<file path="src/include/cache_config.svh">
`ifndef CACHE_CONFIG_SVH
`define CACHE_CONFIG_SVH

// address split, tag on top, then set index, then byte offset
`define CACHE_TAG_BITS 6
`define CACHE_SET_BITS 6
`define CACHE_OFFSET_BITS 4

// data word width and words per cache block
`define CACHE_WORD_BITS 16
`define CACHE_BLOCK_WORDS 8

// cycles main memory counts before it performs an access
`define CACHE_MEM_LATENCY 4

`endif

</file>
<file path="src/verilog/cachePkg.sv">
`include "cache_config.svh"

package cachePkg;

   // field view of a byte address
   typedef struct packed {
      logic [`CACHE_TAG_BITS-1:0] tag;
      logic [`CACHE_SET_BITS-1:0] set;
      logic [`CACHE_OFFSET_BITS-1:0] offset;
   } cacheFieldsT;

   // the same address word, seen raw by the memory and split by the cache
   typedef union packed {
      logic [`CACHE_TAG_BITS+`CACHE_SET_BITS+`CACHE_OFFSET_BITS-1:0] raw;
      cacheFieldsT fields;
   } cacheAddrT;

   // one metadata entry, kept per way and per set
   typedef struct packed {
      logic valid;
      logic [`CACHE_TAG_BITS-1:0] tag;
   } cacheMetaT;

   // processor request, held stable by the processor while stall is high
   typedef struct packed {
      logic rd;
      logic wr;
      cacheAddrT addr;
      logic [`CACHE_WORD_BITS-1:0] wdata;
   } cpuReqT;

   // miss controller states
   typedef enum logic [1:0] {
      stateIdle,
      stateFill,
      stateWrite,
      stateDone
   } fillStateT;

endpackage

</file>
<file path="src/verilog/missController.sv">
`include "cache_config.svh"

module missController (
   input  logic clk,
   input  logic arstN,
   input  cachePkg::cpuReqT req,
   input  logic hit,
   input  logic victimWay,
   input  logic memDone,
   input  logic [`CACHE_WORD_BITS-1:0] memRdata,
   output cachePkg::cacheAddrT memAddr,
   output logic memRd,
   output logic memWr,
   output logic [`CACHE_WORD_BITS-1:0] memWdata,
   output logic fillWr,
   output logic [$clog2(`CACHE_BLOCK_WORDS)-1:0] fillWord,
   output logic [`CACHE_WORD_BITS-1:0] fillData,
   output logic fillDone,
   output logic wrBusy,
   output logic stall
);

   import cachePkg::*;

   localparam int wordBits = $clog2(`CACHE_BLOCK_WORDS);

   fillStateT state;
   fillStateT stateNext;
   logic [wordBits-1:0] wordCnt;
   logic [wordBits-1:0] reqWord;
   logic readMiss;
   logic writeReq;
   logic lastWord;

   assign readMiss = req.rd & ~hit;
   assign writeReq = req.wr & ~readMiss;

   // wordCnt is the block word whose read is outstanding
   assign lastWord = (wordCnt == wordBits'(`CACHE_BLOCK_WORDS - 1));

   always_comb begin
      stateNext = state;
      unique case (state)
         stateIdle: begin
            if (readMiss) begin
               stateNext = stateFill;
            end else if (writeReq) begin
               stateNext = stateWrite;
            end
         end
         stateFill: begin
            if (memDone && lastWord) begin
               stateNext = stateDone;
            end
         end
         stateWrite: begin
            if (memDone) begin
               stateNext = stateDone;
            end
         end
         // one cycle for the held request to retire before new work
         stateDone: stateNext = stateIdle;
         default: stateNext = stateIdle;
      endcase
   end

   always_ff @(posedge clk or negedge arstN) begin
      if (!arstN) begin
         state <= stateIdle;
         wordCnt <= '0;
      end else begin
         state <= stateNext;
         if (state == stateIdle) begin
            wordCnt <= '0;
         end else if (fillWr) begin
            wordCnt <= wordCnt + 1'b1;
         end
      end
   end

   // first word read goes out in the request cycle itself, later ones
   // go out in the cycle the previous word comes back
   assign memRd = ((state == stateIdle) & readMiss) |
                  ((state == stateFill) & memDone & ~lastWord);
   assign memWr = (state == stateIdle) & writeReq;
   assign memWdata = req.wdata;

   // word address within the block, next word once the current one is back
   assign reqWord = (state == stateFill) ? wordCnt + 1'b1 : '0;

   always_comb begin
      memAddr = req.addr;
      // fills walk the block from its base, writes use the full address
      if (!req.wr) begin
         memAddr.fields.offset = {reqWord, 1'b0};
      end
   end

   // every returned fill word is written into the victim way
   assign fillWr = (state == stateFill) & memDone;
   assign fillWord = wordCnt;
   assign fillData = memRdata;
   assign fillDone = fillWr & lastWord;

   // keeps the cache from writing the same hit word again while memory works
   assign wrBusy = (state == stateWrite) | (state == stateDone);

   // held high while a miss or write has work left, released in stateDone
   assign stall = (readMiss | req.wr) & (state != stateDone);

   // the victim must not change under a running fill, or the block would be split
   assert property (@(posedge clk) disable iff (!arstN)
      (state == stateFill) && !fillDone |=> $stable(victimWay));

endmodule

</file>
<file path="config.mk">
export PLATFORM = sky130hd
export DESIGN_NAME = missController
export DESIGN_NICKNAME = d
export VERILOG_FILES = /design/src/verilog/cachePkg.sv /design/src/verilog/missController.sv
export VERILOG_INCLUDE_DIRS = /design/src /design/src/include
export SDC_FILE = /design/constraint.sdc
export NUM_CORES = 1
export LEC_CHECK = 0
export BUFFER_PORTS_ARGS = -buffer_cell sky130_fd_sc_hd__buf_4
export CAP_MARGIN = 10
export CORE_ASPECT_RATIO = 1.1
export CORE_MARGIN = 2
export CORE_UTILIZATION = 29
export CTS_CLUSTER_SIZE = 14
export DETAILED_ROUTE_END_ITERATION = 10
export PLACE_DENSITY = 0.75
export SETUP_SLACK_MARGIN = 0.15
export SLEW_MARGIN = 20
export SYNTH_ARGS = -nofsm -noshare
export SYNTH_HDL_FRONTEND = slang
export SYNTH_SLANG_ARGS = --single-unit
</file>
<file path="constraint.sdc">
create_clock -name clk -period 5.2 [get_ports clk]
set_clock_uncertainty 0.05 [all_clocks]
set_input_delay 0.26 -clock clk [delete_from_list [all_inputs] [get_ports clk]]
set_output_delay 0.26 -clock clk [all_outputs]
set_load 0.02 [all_outputs]
</file>
==> impl_summary.log <==
[metrics] outcome: complete, no violations
[metrics] post-cts gate resize count: 0
[metrics] FF/Latch Area: 125 µm²
[metrics] worst slack on hold paths: 0.293 ns
[metrics] largest net degree at the start of global routing: 10
[metrics] global-route wire length before repair: 1890 µm
[metrics] number of buffer and inverter instances along the worst setup path: 2
[metrics] CTS root buffer: sky130_fd_sc_hd__clkbuf_4
[metrics] portion of the post-synthesis area used by sequential elements: 0.164
[metrics] worst slew margin relative to its limit: 0.796
[metrics] number of warnings printed during yosys synthesis: 0
[metrics] R2R Path End: state[0]
[metrics] initial core utilization: 0.305
[metrics] H-tree lvl count: 1
[metrics] highest clock frequency the design can meet: 534 MHz
[metrics] average wire length per cell after detail routing: 11.7 µm
[metrics] critical path fanouts, max: 8
[metrics] drt total wl: 1280 µm
[metrics] mean cell area of the mapped netlist: 7.86 µm²
[metrics] HPWL after detailed placement: 1070 µm
[metrics] Clock Sink Count: 5
[metrics] total of fill cells in the finished design: 278
[metrics] CTS tree: built
[metrics] total vias in the final route: 502
[metrics] ranking of synthesized cells by area: sky130_fd_sc_hd__buf_4 (43%), sky130_fd_sc_hd__dfrtp_1 (16%), sky130_fd_sc_hd__ha_1 (9.9%)
[metrics] post-synth cell types: 24
[metrics] cts bufs inserted: 3
[metrics] cell count of the worst hold path: 3
[metrics] max-slew violation count: 0
[metrics] critical path required time: 4.89 ns
[metrics] number of max-cap violations: 0
[metrics] final total negative setup slack: 0 ns
[metrics] IO Pins: 112
[metrics] cell area after synthesis: 762 µm²
[metrics] top library cells by usage in the layout, fill and taps aside: sky130_fd_sc_hd__buf_4 (22), sky130_fd_sc_hd__nand2_1 (8), sky130_fd_sc_hd__ha_1 (6)
[metrics] die boundary height: 57.8 µm
[metrics] leakage power: 0.000352 µW
[metrics] dominant cell type by area after synthesis: sky130_fd_sc_hd__buf_4
[metrics] Fin. Hold Viols: 0
[metrics] most common cell after layout, fill and taps aside: sky130_fd_sc_hd__buf_4
[metrics] total routing usage reported by global routing: 0.0853
[metrics] classification of the worst-slack hold path: input pin to flop
[metrics] core region area: 2500 µm²
[metrics] area of the multi-input gates: 288 µm²
[metrics] number of global-route vias before repair: 481
[metrics] Max stage delay cell, worst path: sky130_fd_sc_hd__dfrtp_1
[metrics] transition at the pin with the smallest max-transition slack: 0.305 ns
[metrics] launching element type of the critical path: flop
[metrics] startpoint of the lowest-slack register-to-register path: state[1]
[metrics] placer's final routability congestion estimate: 0.688
[metrics] peak ir drop on the vdd network: 0.174 mV
[metrics] layout cell share with drive strength beyond 1: 0.342
[metrics] Net count, final: 141
[metrics] unrepaired setup endpoints after global routing: no
[metrics] Setup violations, final: 0
[metrics] cell depth of the worst flop-to-flop path: 5
[metrics] post-route DRC violation count: 0
[metrics] pwr dens: 465 nW/µm²
[metrics] ANT nets after route: 0
[metrics] antenna fix cells: 0
[metrics] drt pass-1 iters: 4
[metrics] Final Critical Period: 1.87 ns
[metrics] number of buffers added on ports: 22
[metrics] list of cells traversed by the critical path: inv_1, ha_1, nand2_1, o21ai_0, buf_4
[metrics] number of synthesized register bits: 5
[metrics] total setup buffers inserted after CTS: 0
[metrics] Hold Crit Endpoint: fillWord[2]
[metrics] Max Root-Sink Buffers: 2
[metrics] synthesized netlist net count: 158
[metrics] source of the critical timing path: state[1]
[metrics] area of the die: 3050 µm²
[metrics] First DRT Iteration DRCs: 3
[metrics] area grow syn2layout: -12.3%
[metrics] GRT overflow: 0
[metrics] fraction of synthesized cell area taken by the top area cell type: 0.433
[metrics] CP Capture Type: primary output
[metrics] crit share post-route: 0.360
[metrics] Worst path top cell family by delay: flip-flops
[metrics] r2r setup slk: 3.36 ns
[metrics] Std-Cell Rows: 19
[metrics] clock latency at the later pin of the worst-skew pair: 0.23 ns
[metrics] kind of critical path: flop to primary output
[metrics] peak per-stage delay on the critical path: 0.39 ns
[metrics] hold_sp: memDone
[metrics] arrival time at the worst endpoint: 1.56 ns
[metrics] initial antenna violation count: 0
[metrics] clock slew seen by the registers of the worst setup and hold paths: 0.04 ns
[metrics] chip width: 52.9 µm
[metrics] drt via density: 4.56
[metrics] cell count after synthesis: 97
==> state kept, by name (all words and copies together), names as in the netlist <==
register  cells
state         2
fillWord      3
==> worst max-delay path by stage <==
stage,endpoint,slack (ns),cells past startpoint
final,memRd,3.33,5
after global placement,state[0],3.40,5
after detailed placement,state[0],3.36,5
after global routing,memRd,3.18,5
after floorplan,state[0],3.40,5
after CTS,memRd,3.32,5
==> cells by family after synthesis <==
kind of cell / count (synthesis) / synth area share
AO/OA/AOI/OAI: 10 / 0.0772
XOR/XNOR: 1 / 0.0115
adder cells (fa/ha/maj): 6 / 0.0985
buffers and inverters: 49 / 0.458
flip-flops: 5 / 0.164
AND/OR/NAND/NOR: 26 / 0.190
==> power by group <==
part / total [µW] / internal (µW) / switching (µW)
clock: 41.9 / 28.8 / 13.0
sequential: 71.5 / 55.3 / 16.2
combinational: 197 / 92.1 / 105
total: 311 / 176 / 134
==> cells in the mapped netlist <==
master and number:
sky130_fd_sc_hd__inv_1 4, sky130_fd_sc_hd__o21a_1 1, sky130_fd_sc_hd__clkbuf_1 1, sky130_fd_sc_hd__nor3_1 1, sky130_fd_sc_hd__xor2_1 1, sky130_fd_sc_hd__nand3b_1 1, sky130_fd_sc_hd__nand2_1 8, sky130_fd_sc_hd__and4b_1 1
sky130_fd_sc_hd__or2_2 1, sky130_fd_sc_hd__a21boi_2 1, sky130_fd_sc_hd__nor4b_1 1, sky130_fd_sc_hd__nor2b_1 1, sky130_fd_sc_hd__or4_1 2, sky130_fd_sc_hd__o21ai_1 3, sky130_fd_sc_hd__nand3_1 3, sky130_fd_sc_hd__nor2_1 1
sky130_fd_sc_hd__dfrtp_1 5, sky130_fd_sc_hd__buf_4 44, sky130_fd_sc_hd__nand2b_1 2, sky130_fd_sc_hd__ha_1 6, sky130_fd_sc_hd__a21oi_1 3, sky130_fd_sc_hd__o21ai_0 2, sky130_fd_sc_hd__and3_1 3, sky130_fd_sc_hd__and2_1 1
==> area by class of cell <==
cell class,count,share of cell area
Timing Repair Buffer,23,0.262
Multi-Input combinational cell,43,0.431
Sequential cell,5,0.187
Tap cell,31,0.0581
Clock buffer,4,0.0393
Inverter,4,0.0225
==> worst reg2reg max path: stages (launching register included) <==
cell,delay (ns)
sky130_fd_sc_hd__dfrtp_1,0.39
sky130_fd_sc_hd__inv_1,0.11
sky130_fd_sc_hd__ha_1,0.29
sky130_fd_sc_hd__a21boi_2,0.28
sky130_fd_sc_hd__nor4b_1,0.07
sky130_fd_sc_hd__or4_1,0.51
==> stage by stage <==
stage                     total power, µW   util  setup WS [ns]  instances  cell area [µm²]
after floorplan                       250      -           3.40         97              762
final                                 311  0.268           3.33        110              668
after global placement                263  0.253           3.40        105              632
after global routing                  342  0.268           3.18        110              668
after detailed placement              270  0.253           3.36        105              632
after CTS                             316  0.268           3.32        110              668
==> timing repair <==
| item | 4_1_cts | 5_1_grt |
|---|---|---|
| hold endpoints to repair | 5 | 0 |
| hold buffers | 1 | 0 |
| setup endpoints to repair | 0 | 0 |
==> routing by layer <==
metal	GRT usage	vias to the layer above	wire, µm
met5	0	-	0
met2	0.125	33	536
met1	0.0688	207	448
met4	0.117	0	97
met3	0.0438	26	202
li1	-	236	-
Power figures use the tool's default switching activity.
